File: src/include/serial_params.svh
`ifndef SERIAL_PARAMS_SVH
`define SERIAL_PARAMS_SVH

// first fetch address after reset
`define SERIAL_RESET_PC 32'h0000_0000

// number of implemented integer registers, x0 included
`define SERIAL_NUM_REGS 8

// major opcodes of the supported instructions
`define SERIAL_OP_REG    7'b0110011
`define SERIAL_OP_IMM    7'b0010011
`define SERIAL_OP_LOAD   7'b0000011
`define SERIAL_OP_STORE  7'b0100011
`define SERIAL_OP_BRANCH 7'b1100011

// funct3 of bne, beq uses 3'b000
`define SERIAL_F3_BNE 3'b001

`endif

File: src/serial_pkg.sv
`default_nettype none

// shared types for the bit-serial core
package serial_pkg;

   // one architectural word, used for data, addresses and instructions
   typedef logic [31:0] word_t;

   // only x0 to x7 exist, so the upper two index bits of rd/rs1/rs2 are dropped
   typedef logic [2:0] reg_idx_t;

   // bit position within one 32 cycle serial pass
   typedef logic [4:0] bit_cnt_t;

   // top two bits of the word counter, each value covers eight bit positions
   typedef logic [1:0] byte_sel_t;

   // decoded instruction control
   typedef struct packed {
      reg_idx_t rd;
      reg_idx_t rs1;
      reg_idx_t rs2;
      // the instruction writes rd (add, addi, lw)
      logic     rd_op;
      // second adder operand comes from the immediate instead of rs2
      logic     imm_op;
      // lw or sw, needs the data port after the address pass
      logic     mem_op;
      logic     store_op;
      logic     branch_op;
      // branch is taken on inequality instead of equality
      logic     bne_op;
      // instruction needs an init pass before its final pass
      logic     two_stage_op;
   } dec_ctrl_t;

   // request on the single memory port, wdata is ignored for reads
   typedef struct packed {
      word_t addr;
      logic  we;
      word_t wdata;
   } mem_req_t;

endpackage

`default_nettype wire

File: src/serial_state.sv
`timescale 1ns/1ns
`default_nettype none

module serial_state (
   input  wire                   i_clk,
   input  wire                   i_rst,
   input  wire                   i_fetch_ack,
   input  wire                   i_data_ack,
   input  wire serial_pkg::dec_ctrl_t i_ctrl,
   input  wire                   i_cmp_eq,
   output serial_pkg::bit_cnt_t  o_cnt,
   output logic                  o_cnt_en,
   output logic                  o_init,
   output logic                  o_cnt_done,
   output logic                  o_rf_wen,
   output logic                  o_bufreg_en,
   output logic                  o_pc_en,
   output logic                  o_jump,
   output logic                  o_fetch_valid,
   output logic                  o_data_valid
);

   // upper three bits of the bit position, stepped once every four cycles
   logic [2:0] word_cnt;
   // looping one-hot marker for the lower two bits, all zero while idle
   logic [3:0] cnt_r;
   // set once the init pass of a two-stage instruction is finished
   logic       init_done;
   logic       fetch_req;
   logic       data_req;
   // low only in the first cycle after reset so the first fetch can start
   logic       booted;
   logic       cnt_start;
   logic       take_branch;

   // the counter is running whenever the one-hot marker sits somewhere
   assign o_cnt_en = |cnt_r;

   // rebuild the binary position from the one-hot lower part
   assign o_cnt = {word_cnt, cnt_r[3] | cnt_r[2], cnt_r[3] | cnt_r[1]};

   assign o_cnt_done = (word_cnt == 3'b111) & cnt_r[3];

   // memory and branch instructions run their first pass as init
   assign o_init = i_ctrl.two_stage_op & ~init_done;

   // rd is only written in the final pass, for lw that is the load pass
   assign o_rf_wen = o_cnt_en & i_ctrl.rd_op & ~o_init;

   // the address for lw/sw is collected during the init pass
   assign o_bufreg_en = o_cnt_en & o_init & i_ctrl.mem_op;

   // one-stage ops update the PC in their only pass
   // lw/sw step the PC in the address pass since their final pass never touches it
   // branches leave the PC alone in the compare pass and update it in the second
   assign o_pc_en = o_cnt_en & (~i_ctrl.two_stage_op | (o_init ^ i_ctrl.branch_op));

   // beq is taken on equality, bne on inequality
   // only meaningful in the last cycle of the compare pass
   assign take_branch = i_ctrl.branch_op & (i_cmp_eq ^ i_ctrl.bne_op);

   // a pass starts after a fetch, after a load handshake, or right after
   // the compare pass of a branch
   assign cnt_start = i_fetch_ack |
                      (i_data_ack & ~i_ctrl.store_op) |
                      (o_cnt_done & o_init & i_ctrl.branch_op);

   assign o_fetch_valid = fetch_req;
   assign o_data_valid  = data_req;

   always_ff @(posedge i_clk) begin
      if (i_rst) begin
         word_cnt  <= 3'd0;
         cnt_r     <= 4'b0000;
         init_done <= 1'b0;
         o_jump    <= 1'b0;
         fetch_req <= 1'b0;
         data_req  <= 1'b0;
         booted    <= 1'b0;
      end else begin
         word_cnt <= word_cnt + {2'd0, cnt_r[3]};
         // the marker loops until done blocks its way back into bit 0
         cnt_r    <= {cnt_r[2:0], (cnt_r[3] & ~o_cnt_done) | cnt_start};
         booted   <= 1'b1;

         // a new instruction always begins with init_done cleared
         // a store never runs a second pass, so this is where it is reset
         if (i_fetch_ack) begin
            init_done <= 1'b0;
         end else if (o_cnt_done) begin
            init_done <= o_init;
         end

         // the decision is held for the whole second pass of a branch
         if (o_cnt_done) begin
            o_jump <= o_init & take_branch;
         end

         // fetch follows the final pass, or the data handshake of a store
         if (i_fetch_ack) begin
            fetch_req <= 1'b0;
         end else if (~booted | (o_cnt_done & ~o_init) |
                      (i_data_ack & i_ctrl.store_op)) begin
            fetch_req <= 1'b1;
         end

         // the data request waits for the address pass to finish
         if (i_data_ack) begin
            data_req <= 1'b0;
         end else if (o_cnt_done & o_init & i_ctrl.mem_op) begin
            data_req <= 1'b1;
         end
      end
   end

endmodule

`default_nettype wire

File: src/serial_decode.sv
`timescale 1ns/1ns
`default_nettype none

`include "serial_params.svh"

module serial_decode (
   input  wire                   i_clk,
   input  wire                   i_rst,
   input  wire                   i_fetch_ack,
   input  wire serial_pkg::word_t    i_instr,
   input  wire serial_pkg::bit_cnt_t i_cnt,
   output serial_pkg::dec_ctrl_t o_ctrl,
   output logic                  o_imm_bit
);

   serial_pkg::word_t     instr_q;
   serial_pkg::byte_sel_t byte_sel;
   logic [6:0]            opcode;
   logic [2:0]            funct3;
   logic                  is_reg;
   logic                  is_imm;
   logic                  is_load;
   logic                  is_store;
   logic                  is_branch;
   logic                  sign_zone;
   // immediate bits 0 to 11 for each format, upper four bits are never selected
   logic [15:0]           imm_i;
   logic [15:0]           imm_s;
   logic [15:0]           imm_b;
   logic [15:0]           imm_low;

   // the fetched word is only valid in the handshake cycle
   always_ff @(posedge i_clk) begin
      if (i_rst) begin
         instr_q <= '0;
      end else if (i_fetch_ack) begin
         instr_q <= i_instr;
      end
   end

   assign opcode = instr_q[6:0];
   assign funct3 = instr_q[14:12];

   assign is_reg    = (opcode == `SERIAL_OP_REG);
   assign is_imm    = (opcode == `SERIAL_OP_IMM);
   assign is_load   = (opcode == `SERIAL_OP_LOAD);
   assign is_store  = (opcode == `SERIAL_OP_STORE);
   assign is_branch = (opcode == `SERIAL_OP_BRANCH);

   always_comb begin
      // register fields keep only the low three bits
      o_ctrl.rd           = instr_q[9:7];
      o_ctrl.rs1          = instr_q[17:15];
      o_ctrl.rs2          = instr_q[22:20];
      o_ctrl.rd_op        = is_reg | is_imm | is_load;
      o_ctrl.imm_op       = is_imm | is_load | is_store;
      o_ctrl.mem_op       = is_load | is_store;
      o_ctrl.store_op     = is_store;
      o_ctrl.branch_op    = is_branch;
      o_ctrl.bne_op       = is_branch & (funct3 == `SERIAL_F3_BNE);
      o_ctrl.two_stage_op = is_load | is_store | is_branch;
   end

   // I format keeps the immediate in one piece at the top
   assign imm_i = {4'd0, instr_q[31:20]};
   // S format splits it around rs2
   assign imm_s = {4'd0, instr_q[31:25], instr_q[11:7]};
   // B format has bit 0 fixed at zero and bit 11 moved down to instr bit 7
   assign imm_b = {4'd0, instr_q[7], instr_q[30:25], instr_q[11:8], 1'b0};

   assign imm_low = is_branch ? imm_b : (is_store ? imm_s : imm_i);

   // positions 12 to 31 all repeat the sign bit in every format
   assign byte_sel  = i_cnt[4:3];
   assign sign_zone = byte_sel[1] | (byte_sel[0] & i_cnt[2]);

   assign o_imm_bit = sign_zone ? instr_q[31] : imm_low[i_cnt[3:0]];

endmodule

`default_nettype wire

File: src/serial_datapath.sv
`timescale 1ns/1ns
`default_nettype none

`include "serial_params.svh"

module serial_datapath (
   input  wire                   i_clk,
   input  wire                   i_rst,
   input  wire serial_pkg::dec_ctrl_t i_ctrl,
   input  wire                   i_imm_bit,
   input  wire serial_pkg::bit_cnt_t  i_cnt,
   input  wire                   i_cnt_en,
   input  wire                   i_init,
   input  wire                   i_cnt_done,
   input  wire                   i_rf_wen,
   input  wire                   i_bufreg_en,
   input  wire                   i_pc_en,
   input  wire                   i_jump,
   input  wire                   i_data_ack,
   input  wire serial_pkg::word_t    i_rdata,
   output logic                  o_cmp_eq,
   output serial_pkg::word_t     o_pc,
   output serial_pkg::mem_req_t  o_data_req
);

   serial_pkg::word_t regs [`SERIAL_NUM_REGS];
   serial_pkg::word_t bufreg;
   serial_pkg::word_t ld_shift;
   serial_pkg::word_t pc;
   serial_pkg::word_t rs2_word;
   logic              rs1_bit;
   logic              rs2_bit;
   logic              op_b;
   logic              sum;
   logic              alu_carry;
   logic              rd_bit;
   logic              eq_r;
   logic              pc_b;
   logic              pc_sum;
   logic              pc_carry;

   // x0 is forced to zero on every read path
   assign rs1_bit  = (i_ctrl.rs1 == 3'd0) ? 1'b0 : regs[i_ctrl.rs1][i_cnt];
   assign rs2_bit  = (i_ctrl.rs2 == 3'd0) ? 1'b0 : regs[i_ctrl.rs2][i_cnt];
   // full rs2 word for store data, stable while the data request waits
   assign rs2_word = (i_ctrl.rs2 == 3'd0) ? '0 : regs[i_ctrl.rs2];

   // one shared adder serves add, addi and the lw/sw address
   assign op_b = i_ctrl.imm_op ? i_imm_bit : rs2_bit;
   assign sum  = rs1_bit ^ op_b ^ alu_carry;

   // a load writes rd from the captured word, everything else from the adder
   assign rd_bit = i_ctrl.mem_op ? ld_shift[0] : sum;

   // equality so far including the current bit, complete at the done cycle
   assign o_cmp_eq = eq_r & ~(rs1_bit ^ rs2_bit);

   // the PC adds four unless a taken branch supplies its offset
   assign pc_b   = i_jump ? i_imm_bit : (i_cnt == 5'd2);
   assign pc_sum = pc[0] ^ pc_b ^ pc_carry;

   assign o_pc = pc;

   assign o_data_req.addr  = bufreg;
   assign o_data_req.we    = i_ctrl.store_op;
   assign o_data_req.wdata = rs2_word;

   // register array, writes land bit by bit at the current position
   // the bit is read before its own write, so rd may equal rs1 or rs2
   always_ff @(posedge i_clk) begin
      if (i_rst) begin
         for (int i = 0; i < `SERIAL_NUM_REGS; i++) begin
            regs[i] <= '0;
         end
      end else if (i_rf_wen && (i_ctrl.rd != 3'd0)) begin
         regs[i_ctrl.rd][i_cnt] <= rd_bit;
      end
   end

   always_ff @(posedge i_clk) begin
      if (i_rst) begin
         alu_carry <= 1'b0;
         pc_carry  <= 1'b0;
         eq_r      <= 1'b1;
         bufreg    <= '0;
         ld_shift  <= '0;
         pc        <= `SERIAL_RESET_PC;
      end else begin
         // carries start every pass from zero
         if (i_cnt_en & ~i_cnt_done) begin
            alu_carry <= (rs1_bit & op_b) | (alu_carry & (rs1_bit ^ op_b));
         end else begin
            alu_carry <= 1'b0;
         end

         if (i_pc_en & ~i_cnt_done) begin
            pc_carry <= (pc[0] & pc_b) | (pc_carry & (pc[0] ^ pc_b));
         end else begin
            pc_carry <= 1'b0;
         end

         // the compare only runs in the init pass of a branch
         if (~i_cnt_en | i_cnt_done) begin
            eq_r <= 1'b1;
         end else if (i_init) begin
            eq_r <= o_cmp_eq;
         end

         // address bits enter at the top, LSB first
         if (i_bufreg_en) begin
            bufreg <= {sum, bufreg[31:1]};
         end

         // load data is grabbed at the handshake and drained into rd LSB first
         if (i_data_ack & ~i_ctrl.store_op) begin
            ld_shift <= i_rdata;
         end else if (i_rf_wen & i_ctrl.mem_op) begin
            ld_shift <= {1'b0, ld_shift[31:1]};
         end

         // the PC rotates through its own adder and is whole again after done
         if (i_pc_en) begin
            pc <= {pc_sum, pc[31:1]};
         end
      end
   end

endmodule

`default_nettype wire

File: src/mem_arbiter.sv
`timescale 1ns/1ns
`default_nettype none

module mem_arbiter (
   input  wire                   i_clk,
   input  wire                   i_rst,
   input  wire                   i_fetch_valid,
   input  wire serial_pkg::mem_req_t i_fetch_req,
   input  wire                   i_data_valid,
   input  wire serial_pkg::mem_req_t i_data_req,
   input  wire                   i_mem_ready,
   output logic                  o_fetch_ack,
   output logic                  o_data_ack,
   output logic                  o_mem_valid,
   output serial_pkg::mem_req_t  o_mem_req
);

   // a stalled request keeps the port until memory takes it
   logic locked;
   logic gnt_data_q;
   logic sel_data;

   // when free, data access has priority over fetch
   assign sel_data = locked ? gnt_data_q : i_data_valid;

   assign o_mem_valid = sel_data ? i_data_valid : i_fetch_valid;
   assign o_mem_req   = sel_data ? i_data_req : i_fetch_req;

   // ready only reaches the requester that owns the port
   assign o_data_ack  = sel_data & i_data_valid & i_mem_ready;
   assign o_fetch_ack = ~sel_data & i_fetch_valid & i_mem_ready;

   always_ff @(posedge i_clk) begin
      if (i_rst) begin
         locked     <= 1'b0;
         gnt_data_q <= 1'b0;
      end else if (o_mem_valid & ~i_mem_ready) begin
         locked     <= 1'b1;
         gnt_data_q <= sel_data;
      end else if (i_mem_ready) begin
         locked     <= 1'b0;
      end
   end

endmodule

`default_nettype wire

File: src/serial_core_top.sv
`timescale 1ns/1ns
`default_nettype none

module serial_core_top (
   input  wire                   i_clk,
   input  wire                   i_rst,
   input  wire                   i_mem_ready,
   input  wire serial_pkg::word_t    i_mem_rdata,
   output logic                  o_mem_valid,
   output serial_pkg::mem_req_t  o_mem_req
);

   serial_pkg::dec_ctrl_t ctrl;
   serial_pkg::bit_cnt_t  cnt;
   serial_pkg::word_t     pc;
   serial_pkg::mem_req_t  fetch_req;
   serial_pkg::mem_req_t  data_req;
   logic                  cnt_en;
   logic                  init;
   logic                  cnt_done;
   logic                  rf_wen;
   logic                  bufreg_en;
   logic                  pc_en;
   logic                  jump;
   logic                  cmp_eq;
   logic                  imm_bit;
   logic                  fetch_valid;
   logic                  data_valid;
   logic                  fetch_ack;
   logic                  data_ack;

   // instruction fetch is always a read at the current PC
   assign fetch_req = '{addr: pc, we: 1'b0, wdata: '0};

   serial_state state0 (
      .i_clk        (i_clk),
      .i_rst        (i_rst),
      .i_fetch_ack  (fetch_ack),
      .i_data_ack   (data_ack),
      .i_ctrl       (ctrl),
      .i_cmp_eq     (cmp_eq),
      .o_cnt        (cnt),
      .o_cnt_en     (cnt_en),
      .o_init       (init),
      .o_cnt_done   (cnt_done),
      .o_rf_wen     (rf_wen),
      .o_bufreg_en  (bufreg_en),
      .o_pc_en      (pc_en),
      .o_jump       (jump),
      .o_fetch_valid(fetch_valid),
      .o_data_valid (data_valid)
   );

   serial_decode decode0 (
      .i_clk      (i_clk),
      .i_rst      (i_rst),
      .i_fetch_ack(fetch_ack),
      .i_instr    (i_mem_rdata),
      .i_cnt      (cnt),
      .o_ctrl     (ctrl),
      .o_imm_bit  (imm_bit)
   );

   serial_datapath datapath0 (
      .i_clk      (i_clk),
      .i_rst      (i_rst),
      .i_ctrl     (ctrl),
      .i_imm_bit  (imm_bit),
      .i_cnt      (cnt),
      .i_cnt_en   (cnt_en),
      .i_init     (init),
      .i_cnt_done (cnt_done),
      .i_rf_wen   (rf_wen),
      .i_bufreg_en(bufreg_en),
      .i_pc_en    (pc_en),
      .i_jump     (jump),
      .i_data_ack (data_ack),
      .i_rdata    (i_mem_rdata),
      .o_cmp_eq   (cmp_eq),
      .o_pc       (pc),
      .o_data_req (data_req)
   );

   // read data is shared, only the owner of the handshake samples it
   mem_arbiter arbiter0 (
      .i_clk        (i_clk),
      .i_rst        (i_rst),
      .i_fetch_valid(fetch_valid),
      .i_fetch_req  (fetch_req),
      .i_data_valid (data_valid),
      .i_data_req   (data_req),
      .i_mem_ready  (i_mem_ready),
      .o_fetch_ack  (fetch_ack),
      .o_data_ack   (data_ack),
      .o_mem_valid  (o_mem_valid),
      .o_mem_req    (o_mem_req)
   );

endmodule

`default_nettype wire

File: config.mk
export PLATFORM = sky130hd
export DESIGN_NAME = serial_core_top
export DESIGN_NICKNAME = d
export VERILOG_FILES = /design/src/serial_pkg.sv /design/src/serial_state.sv /design/src/serial_decode.sv /design/src/serial_datapath.sv /design/src/mem_arbiter.sv /design/src/serial_core_top.sv
export VERILOG_INCLUDE_DIRS = /design/src /design/src/include
export SDC_FILE = /design/constraint.sdc
export NUM_CORES = 1
export LEC_CHECK = 0
export BUFFER_PORTS_ARGS = -buffer_cell sky130_fd_sc_hd__clkbuf_2
export CORE_UTILIZATION = 40
export CTS_BUF_LIST = sky130_fd_sc_hd__clkbuf_4
export DETAILED_ROUTE_END_ITERATION = 10
export HOLD_SLACK_MARGIN = 0.12
export PLACE_DENSITY_LB_ADDON = 0.3
export SYNTH_ARGS = -nofsm -noshare
export SYNTH_HDL_FRONTEND = slang
export SYNTH_SLANG_ARGS = --single-unit
File: constraint.sdc
create_clock -name i_clk -period 8.6 [get_ports i_clk]
set_clock_uncertainty 0.15 [all_clocks]
set_input_delay 0 -clock i_clk [delete_from_list [all_inputs] [get_ports i_clk]]
set_output_delay 0 -clock i_clk [all_outputs]
set_load 0.01 [all_outputs]
# Yosys cells after proc, flatten, opt, wreduce, memory -nomap -nowiden
# Memories as Yosys holds them, arrays and structs flattened. A register that Yosys moved wholly into a read port is not among the register bits.
# Index checks and enable logic that the tools add are counted.
dict set report classes {
  add_sub_neg 1
  n_lt_le_gt_ge 3
  eq_ne 8
  muxes 37
  bitwise 68
  n_reduce_logical 14
}
# op count
set ops {}
lappend ops {{$mux 32} 6}
lappend ops {{$mux 65} 1}
lappend ops {{$reduce_or 32->1} 1}
lappend ops {{$and 1x1->1} 31}
lappend ops {{$mux 1} 19}
lappend ops {{$or 1x1->1} 18}
lappend ops {{$mux 3} 5}
lappend ops {{$eq 7x6->1 const B} 2}
lappend ops {{$mux 12} 1}
lappend ops {{$not 1->1} 12}
lappend ops {{$bmux 1 s5} 2}
lappend ops {{$reduce_or 2->1} 5}
lappend ops {{$eq 7x2->1 const B} 1}
lappend ops {{$eq 7x5->1 const B} 1}
lappend ops {{$eq 7x7->1 const B} 1}
lappend ops {{$xor 1x1->1} 7}
lappend ops {{$logic_not 3->1} 2}
lappend ops {{$lt 5x6->1 const B} 1}
lappend ops {{$demux 1 s5} 1}
lappend ops {{$eq 5x2->1 const B} 1}
lappend ops {{$ge 5x1->1 const B} 1}
lappend ops {{$lt 4x5->1 const B} 1}
lappend ops {{$mux 5} 1}
lappend ops {{$bmux 1 s4} 1}
lappend ops {{7 further kinds} 9}
dict set report word_totals {
  regBits 145
  mem_bits_rw 256
  input_bits 35
  memories 1
}
# name words word_bits read_ports rd_clocked_by_memory_dff write_ports line_no
set memory_table {}
lappend memory_table {datapath0.regs 8 32 2 2 8 serial_datapath.sv:26} ;# serial_pkg::word_t regs [`SERIAL_NUM_REGS];

# Depth between registers and ports, before layout
# Gate-level depths: netlist of run 1.
dict set report depth {
  word_depth 12
  ltp_mapped 17
}

# Cells and area by module
# A second synthesis of run 1 with hierarchy kept.
dict set report unflattened {
  cells_unflattened 2352
  area_unflattened_um2 22826.9
}
# mod instances cells_per_inst area_per_inst_um2
set modules_own_cells {}
lappend modules_own_cells {serial_datapath 1 2062 19835.3}
lappend modules_own_cells {serial_decode 1 151 1426.4}
lappend modules_own_cells {mem_arbiter 1 87 1063.5}
lappend modules_own_cells {serial_state 1 51 498.0}
lappend modules_own_cells {serial_core_top 1 1 3.8}

# Worst setup path after synthesis of run 1
# OpenSTA, ideal clock, no wires.
dict set report synth_path {
  path_kind {reg-to-reg}
  start {register (tool-made name)}
  end {memory datapath0.regs[4][0] in the netlist's numbering, data pin}
  setup_ns 0.141
  arrival_time_ns 3.456
  required_ns 8.309
  setup_slack_ns 4.853
  stages_incl_launch_ff 16
  period_less_slack_ns 3.747
  cell_sequence {dfxtp_1 -> buf_6 -> buf_12 -> mux4_1 -> a21oi_1 -> o21ai_0 -> a211o_1 -> a31oi_1 -> a31o_1 -> nor2_1 -> a21oi_1 -> fa_1 -> mux2i_1 -> nand3_1 -> clkbuf_1 -> nor2_1}
}
# item line_no
set synth_lines {}
lappend synth_lines {{to (decl)} serial_datapath.sv:26}

==> results.env, run 1 <==
NUMCTSBUFFERS=107
KIND_OF_CAPTURE_POINT_OF_THE_WORST_SETUP_PATH='flip-flop'
AREA_GROWTH_PCT=15.0
PLACE_CONGESTION=0.923
DESIGN.CORE.AREA_UM2=51600
FINAL_HOLD_VIOL_COUNT=0
MIN_PATH_TYPE='primary input to flip-flop'
CLK_PATH_BUF_DEPTH=3
FINALSETUPTNS_NS=0
FINALCOREUTILIZATION_PCT=46.7
CP_DATA_ARRIVAL_TIME_NS=6.54
WORST_SLEW_MARGIN_REL_PCT=10.9
IO_PINS=101
FINAL_INSTANCE_AREA_UM2=24100
SEQUENTIAL_TO_TOTAL_AREA_SHARE_FROM_YOSYS_STAT_PCT=50.9
TIMING_WORST_SETUP_PATH_TYPE='flip-flop to flip-flop'
DIE-WIDTH_UM=231
NETLIST-CELL-TYPE-COUNT=60
DETAILEDROUTE.FIRSTPASSITERATIONCOUNT=5
YOSYSMOSTFREQUENTCELL='nor2_1'
OUTCOME='finished, final reports clean'
MIN_DELAY_PATH_DEPTH=6
FINAL_LAYOUT_FILL_CELL_COUNT=4753
FLOORPLAN.INITIALDENSITY_PCT=40.7
SYNTH_COMMONEST_CELLS='332 x nor2_1, 256 x edfxtp_1, 244 x nand2_1, 240 x o21ai_0, 198 x clkbuf_1'
IO_BUFFER_COUNT=100
FIN_NETS=2216
POSTSYNTH.ASYNCRESETSHARE_PCT=0
POST-ROUTE-PERIOD-UTIL_PCT=69.5
YS_SEQ_ELEMENTS=405
DR_TOTAL_VIAS=17200
WORSTPATHMAXFANOUT=37
MAPPEDNETLISTAREA_UM2=21000
CELL_AREA_PLACED_UM2=21700
CTS.SINKS=405
TIMING.CRITICAL_PATH.TO='datapath0.regs[7][22]'
DRT-INITIAL-DRC-COUNT=1940
ROUTE.DETAILED.WL_PER_INST_UM=22.3
POSTSYNTHAREAPERCELL_UM2=10.3
SLEW_VIOL_FINAL=0
POSTCTSSETUPBUFFERS=0
CLKLATENCYLATEPIN_NS=0.90
P_LEAK_nW=8.33
YOSYS.AREA.TOP_TYPE_SHARE_PCT=36.6
R2R_END='datapath0.regs[7][22]'
CTS_TREE='yes'
COUNT_OF_FLIP_FLOPS_WITH_A_BUILT_IN_ENABLE_AFTER_SYNTHESIS=256
FIRST_PASS_GRT_WIRE_LENGTH_MM=98.7
GRT_START_MAX_NET_PINS=120
H_TREE_LVL_COUNT=3
GRT_SETUP_UNREPAIRED='no'
POWER_PER_CELL_AREA_nW_PER_UM2=179
REGTOREGSETUPSLACK_NS=2.62
ANT_NETS=0
CTS-ROOT-BUF='clkbuf_4'
CTS-RESIZED-GATES=0
MOST_USED_FLIP_FLOP_CELL_AFTER_SYNTHESIS='edfxtp_1'
ROUTE.DETAILED.VIAS_PER_INST=5.84
MAXCAPVIOLATIONS=0
CRIT_REQUIRED_NS=9.16
NETLIST_INSTANCES=2046
ROUTED_WIRELENGTH_MM=65.7
DRIVE_ABOVE_1_SHARE_PCT=20.4
OVERFLOW=0
TOTAL_DIE_AREA_UM2=53400
MAX_IR_DROP_VDD_V=0.0000919
REMAINING_DESIGN_RULE_VIOLATION_COUNT=0
FMAX_MHz=167
DETAILED_PLACE_HPWL_MM=40.4
SYNTH.AREA.TOP_CELLS='edfxtp_1 37%, dfxtp_1 14%, mux4_2 10%, nor2_1 5.9%, o21ai_0 5.7%'
TOTALPOWERFINAL_W=0.00431
CRITPATHLAUNCHTYPE='flip-flop'
CLKTRANSATPATHREGS_NS=0.06
FINAL_PERIOD_MINUS_WORST_SETUP_SLACK_NS=5.98
WORST_SLEW_PIN_TRAN_NS=1.33
FINALSETUPVIOLATIONS=0
SYNTH_TOP_CELL_BY_AREA='edfxtp_1'
VIAS_IN_THE_FIRST_GLOBAL_ROUTE=16700
FLOORPLAN.ROWS=83
ANTENNA_FOUND_INITIAL=3
GRT.TOTAL_USAGE_PCT=24.4
YOSYSWARNINGCOUNT=0
DIE_Y_UM=231
R2R.WORST_PATH.CELLS=14
[cell families after synthesis]
kind of cell / Yosys count / synth area share, %
AO/OA/AOI/OAI: 482 / 13.1
XOR/XNOR: 2 / 0.0835
adder cells (fa/ha/maj): 4 / 0.310
buffers and inverters: 253 / 5.29
flip-flops: 405 / 50.9
multiplexers: 239 / 17.5
other: 1 / 0.0179
AND/OR/NAND/NOR: 660 / 12.8
[metrics by stage]
stage               instances  hold WS [ns]  setup WS (ns)
finish                   2949         0.272           2.62
floorplan                2077       -0.0707           4.85
global route             2949         0.276           2.27
detailed placement       2652        0.0912           2.77
global placement         2652        0.0899           2.84
CTS                      2943         0.192           2.72
[area by class of cell]
| type | count | area, um^2 | area share [%] |
|---|---|---|---|
| Timing Repair Buffer | 229 | 1730 | 7.18 |
| Clock inverter | 32 | 200 | 0.830 |
| Antenna cell | 6 | 15.0 | 0.0622 |
| Inverter | 15 | 58.8 | 0.244 |
| Clock buffer | 163 | 1220 | 5.07 |
| Multi-Input combinational cell | 1419 | 9360 | 38.8 |
| Sequential cell | 405 | 10700 | 44.3 |
| Tap cell | 680 | 851 | 3.53 |
[state kept, by name, summed over array words and instances, names as in the netlist, named ones only]
signal	count
datapath0.regs	256
datapath0.bufreg	32
datapath0.ld_shift	32
datapath0.o_pc	32
decode0.instr_q	30
state0.cnt_r	4
state0.word_cnt	3
arbiter0.gnt_data_q	1
arbiter0.locked	1
datapath0.alu_carry	1
datapath0.eq_r	1
datapath0.pc_carry	1
state0.booted	1
state0.init_done	1
state0.o_data_valid	1
state0.o_fetch_valid	1
state0.o_jump	1
[cells in the final DEF, fill, tap and decap left out, types with 13 or more instances in the layout]
cell	n
nor3_1	13
nand2_1	243
buf_4	33
dlygate4sd3_1	95
clkinv_1	21
o21ai_0	238
nor2_1	331
a21oi_1	106
a22oi_1	46
mux2_2	39
mux4_2	94
nand2b_1	14
a211oi_1	37
edfxtp_1	256
o22ai_1	20
clkbuf_2	99
dfxtp_1	144
clkbuf_4	163
inv_1	14
conb_1	32
mux2i_1	101
[worst min-delay path by stage]
stage	slack [ns]	from	endpoint
floorplan	-0.07	i_mem_ready	arbiter0.locked
global placement	0.09	i_mem_ready	arbiter0.locked
detailed placement	0.09	i_mem_ready	arbiter0.locked
CTS	0.19	i_mem_ready	decode0.instr_q[31]
global route	0.28	i_mem_ready	state0.o_fetch_valid
finish	0.27	i_mem_ready	decode0.instr_q[31]
[worst max-delay path, stage by stage (launching register included)]
cell      delay (ns)
dfxtp_4         0.68
buf_4           0.58
mux4_2          0.58
mux2i_1         0.27
mux2i_1         0.13
a211o_1         0.30
a31oi_1         0.28
a31o_1          0.25
nor2_1          0.05
a21oi_1         0.17
fa_1            0.46
mux2i_1         0.50
nand2b_1        0.75
buf_4           0.49
nor2_1          0.12
[power by group]
part	switching, W	internal [W]	total [W]
Clock	0.000858	0.000927	0.00178
Combinational	0.000201	0.000152	0.000353
Sequential	0.0000531	0.00212	0.00217
[timing repair]
| action | CTS | global route |
|---|---|---|
| setup endpoints to repair | 0 | 0 |
| endpoints found under the hold margin | 180 | 0 |
| hold buffers | 96 | 0 |
[routing by layer]
layer  part of all wire [%]  global-route usage, %  up-vias
met1                     39                   31.1     8393
met2                     47                   38.9      965
met3                     11                   6.72      181
li1                       -                      -     7684
met4                    3.7                   10.9        2
met5                  0.020                      0        -
Power figures use the tool's default switching activity.
==> inputs of run 2 (changes only) <==
Clock period 8.6 ns to 4.8 ns, I/O delays scaled along.
==> results.env, run 2 (synthesis results as in run 1) <==
SLEW_VIOL_FINAL=0  # unchanged
CRITPATHLAUNCHTYPE='flip-flop'
FINAL_LAYOUT_FILL_CELL_COUNT=4734  # -0.40%
NUMCTSBUFFERS=108  # +0.93%
MIN_PATH_TYPE='flip-flop to flip-flop'
FINAL_PERIOD_MINUS_WORST_SETUP_SLACK_NS=4.65  # -1.33 ns
FLOORPLAN.ROWS=83  # unchanged
MAXCAPVIOLATIONS=0  # unchanged
CTS.SINKS=405  # unchanged
FIRST_PASS_GRT_WIRE_LENGTH_MM=99.7  # +1.0%
POST-ROUTE-PERIOD-UTIL_PCT=96.9  # +27 points
VIAS_IN_THE_FIRST_GLOBAL_ROUTE=16900  # +1.5%
DIE-WIDTH_UM=231  # unchanged
P_LEAK_nW=8.48  # +1.8%
H_TREE_LVL_COUNT=3  # unchanged
IO_BUFFER_COUNT=100  # unchanged
LEADING_CELL_TYPE_IN_THE_LAYOUT_FILL_AND_TAPS_EXCLUDED='nor2_1'
NUMBER_OF_FLIP_FLOPS_UNDER_THE_LARGEST_REGISTER_NAME=256  # unchanged
ANT_NETS=0  # unchanged
OUTCOME='finished, final reports clean'
PLACEMENT.SETUP.WORST_SLACK_NS=-0.0151  # -2.78 ns
KIND_OF_CAPTURE_POINT_OF_THE_WORST_SETUP_PATH='flip-flop'
LAYOUT_COMMON_CELLS='331 x nor2_1, 256 x edfxtp_1, 244 x nand2_1'
WORST_SLEW_PIN_TRAN_NS=1.23  # -0.101 ns
DETAILED_PLACE_HPWL_MM=41.2  # +2.0%
CTS_TREE='yes'
GRT_START_MAX_NET_PINS=133  # +11%
CLK_PATH_BUF_DEPTH=3  # unchanged
DP_CELLS=2705  # +2.0%
CRIT_REQUIRED_NS=5.22  # -3.94 ns
FIN_WORST_HOLD_SLACK_NS=0.312  # +0.0396 ns
DETAILEDROUTE.FIRSTPASSITERATIONCOUNT=7  # +2
IO_PINS=101  # unchanged
TIMING_WORST_SETUP_PATH_TYPE='flip-flop to flip-flop'
MAX_IR_DROP_VDD_V=0.000187  # +100%
WORSTPATHMAXFANOUT=11  # -70%
NUMBER_OF_STANDARD_CELLS_IN_THE_FINAL_LAYOUT_EXCLUDING_FILLERS=2976  # +0.92%
FINALSETUPVIOLATIONS=0  # unchanged
ROUTE.DETAILED.WL_PER_INST_UM=22.0  # -1.1%
FIN_NETS=2253  # +1.7%
ROUTED_WIRELENGTH_MM=65.6  # -0.16%
FMAX_MHz=215  # +29%
PLACE_CONGESTION=0.887  # -3.9%
FLOORPLAN.INITIALDENSITY_PCT=40.7  # unchanged
DIE_Y_UM=231  # unchanged
CP_DATA_ARRIVAL_TIME_NS=5.07  # -1.47 ns
SETUP_WS_NS=0.151  # -2.47 ns
POWER_PER_CELL_AREA_nW_PER_UM2=311  # +74%
REMAINING_DESIGN_RULE_VIOLATION_COUNT=0  # unchanged
CLKTRANSATPATHREGS_NS=0.07  # about the same
CTS-ROOT-BUF='clkbuf_4'
ROUTE.DETAILED.VIAS_PER_INST=5.82  # -0.38%
GRT_SETUP_UNREPAIRED='no'
FINALSETUPTNS_NS=0  # unchanged
CLKLATENCYLATEPIN_NS=0.91  # about the same
REGMOSTFLOPS='datapath0.regs'
TOTAL_DIE_AREA_UM2=53400  # unchanged
DESIGN.CORE.AREA_UM2=51600  # unchanged
GRT.TOTAL_USAGE_PCT=24.7  # +0.21 points
DR_TOTAL_VIAS=17300  # +0.53%
FINAL_HOLD_VIOL_COUNT=0  # unchanged
DRT-INITIAL-DRC-COUNT=1919  # -1.1%
DRIVE_ABOVE_1_SHARE_PCT=22.0  # +1.6 points
OVERFLOW=0  # unchanged
AREA_GROWTH_PCT=16.6
ANTENNA_FOUND_INITIAL=4  # +1
WORST_SLEW_MARGIN_REL_PCT=17.9  # +7.1 points
run 2: cell count changes in the layout (fill, tap and decap cells not counted), sizes merged:
| cell | before | now |
|---|---|---|
| buf | 35 | 88 |
| clkbuf | 262 | 250 |
| clkinv | 26 | 32 |
| clkinvlp | 2 | 1 |
| diode | 6 | 5 |
| dlygate4sd3 | 95 | 78 |
| inv | 17 | 16 |
run 2: cell type report:
type	count	area (um^2)	share of cell area, %
sequential	405	10700	43.7
multi-input combinational	1419	9390	38.4
timing repair buffer	265	2120	8.65
clock buffer	151	1130	4.63
tap	680	851	3.48
clock inverter	36	214	0.875
inverter	15	58.8	0.240
antenna	5	12.5	0.0512
run 2: through the flow:
step	cell area, um^2	power (W)	util (%)
4_1_cts	24400	0.00764	47.3
3_3_place_gp	22300	0.00455	43.1
3_5_place_dp	22300	0.00457	43.1
5_1_grt	24500	0.00790	47.4
6_report	24500	0.00760	47.4
2_1_floorplan	21100	0.00433	-
run 2: worst max-delay path, cell delays in order, from the launching register on:
cell	delay [ns]
dfxtp_1	0.39
or3b_1	0.58
nor2_1	0.84
buf_4	0.29
a22oi_1	0.09
nand4_1	0.15
a22oi_1	0.10
nand4_1	0.25
o31ai_1	0.18
fa_1	0.58
mux2i_4	0.13
nand2b_1	0.22
buf_4	0.30
nor2_1	0.07
run 2: worst paths after layout:
kind,endpoint,slack [ns],startpoint,cells past startpoint
setup / recovery,datapath0.regs[1][14],0.15,state0.cnt_r[3],13
hold / removal,datapath0.bufreg[0],0.31,datapath0.bufreg[0],2
setup reg to reg,datapath0.regs[1][14],0.15,state0.cnt_r[3],13
hold reg to reg,datapath0.bufreg[0],0.31,datapath0.bufreg[0],2
run 2: timing repair:
| action | 4_1_cts | 5_1_grt |
|---|---|---|
| endpoints found under the setup margin | 86 | 224 |
| hold buffers | 79 | 0 |
| setup buffers | 0 | 0 |
| cloned | 0 | 0 |
| gates resized for setup | 1 | 6 |
| endpoints found under the hold margin | 173 | 0 |
run 2: routing by layer:
metal  vias to the layer above  part of all wire (%)  GRT usage [%]
met2                       953                    46           39.1
li1                       7761                     -              -
met4                         2                   3.2           9.58
met3                       174                    11           6.55
met1                      8427                    40           32.1
met5                         -                 0.012              0
run 2: where the power goes:
group	total, W	switching (W)	internal, W	leakage [nW]
clock network	0.00304	0.00148	0.00156	0.790
registers	0.00387	0.0000752	0.00380	3.83
logic	0.000692	0.000395	0.000297	3.85
total	0.00760	0.00195	0.00565	8.48
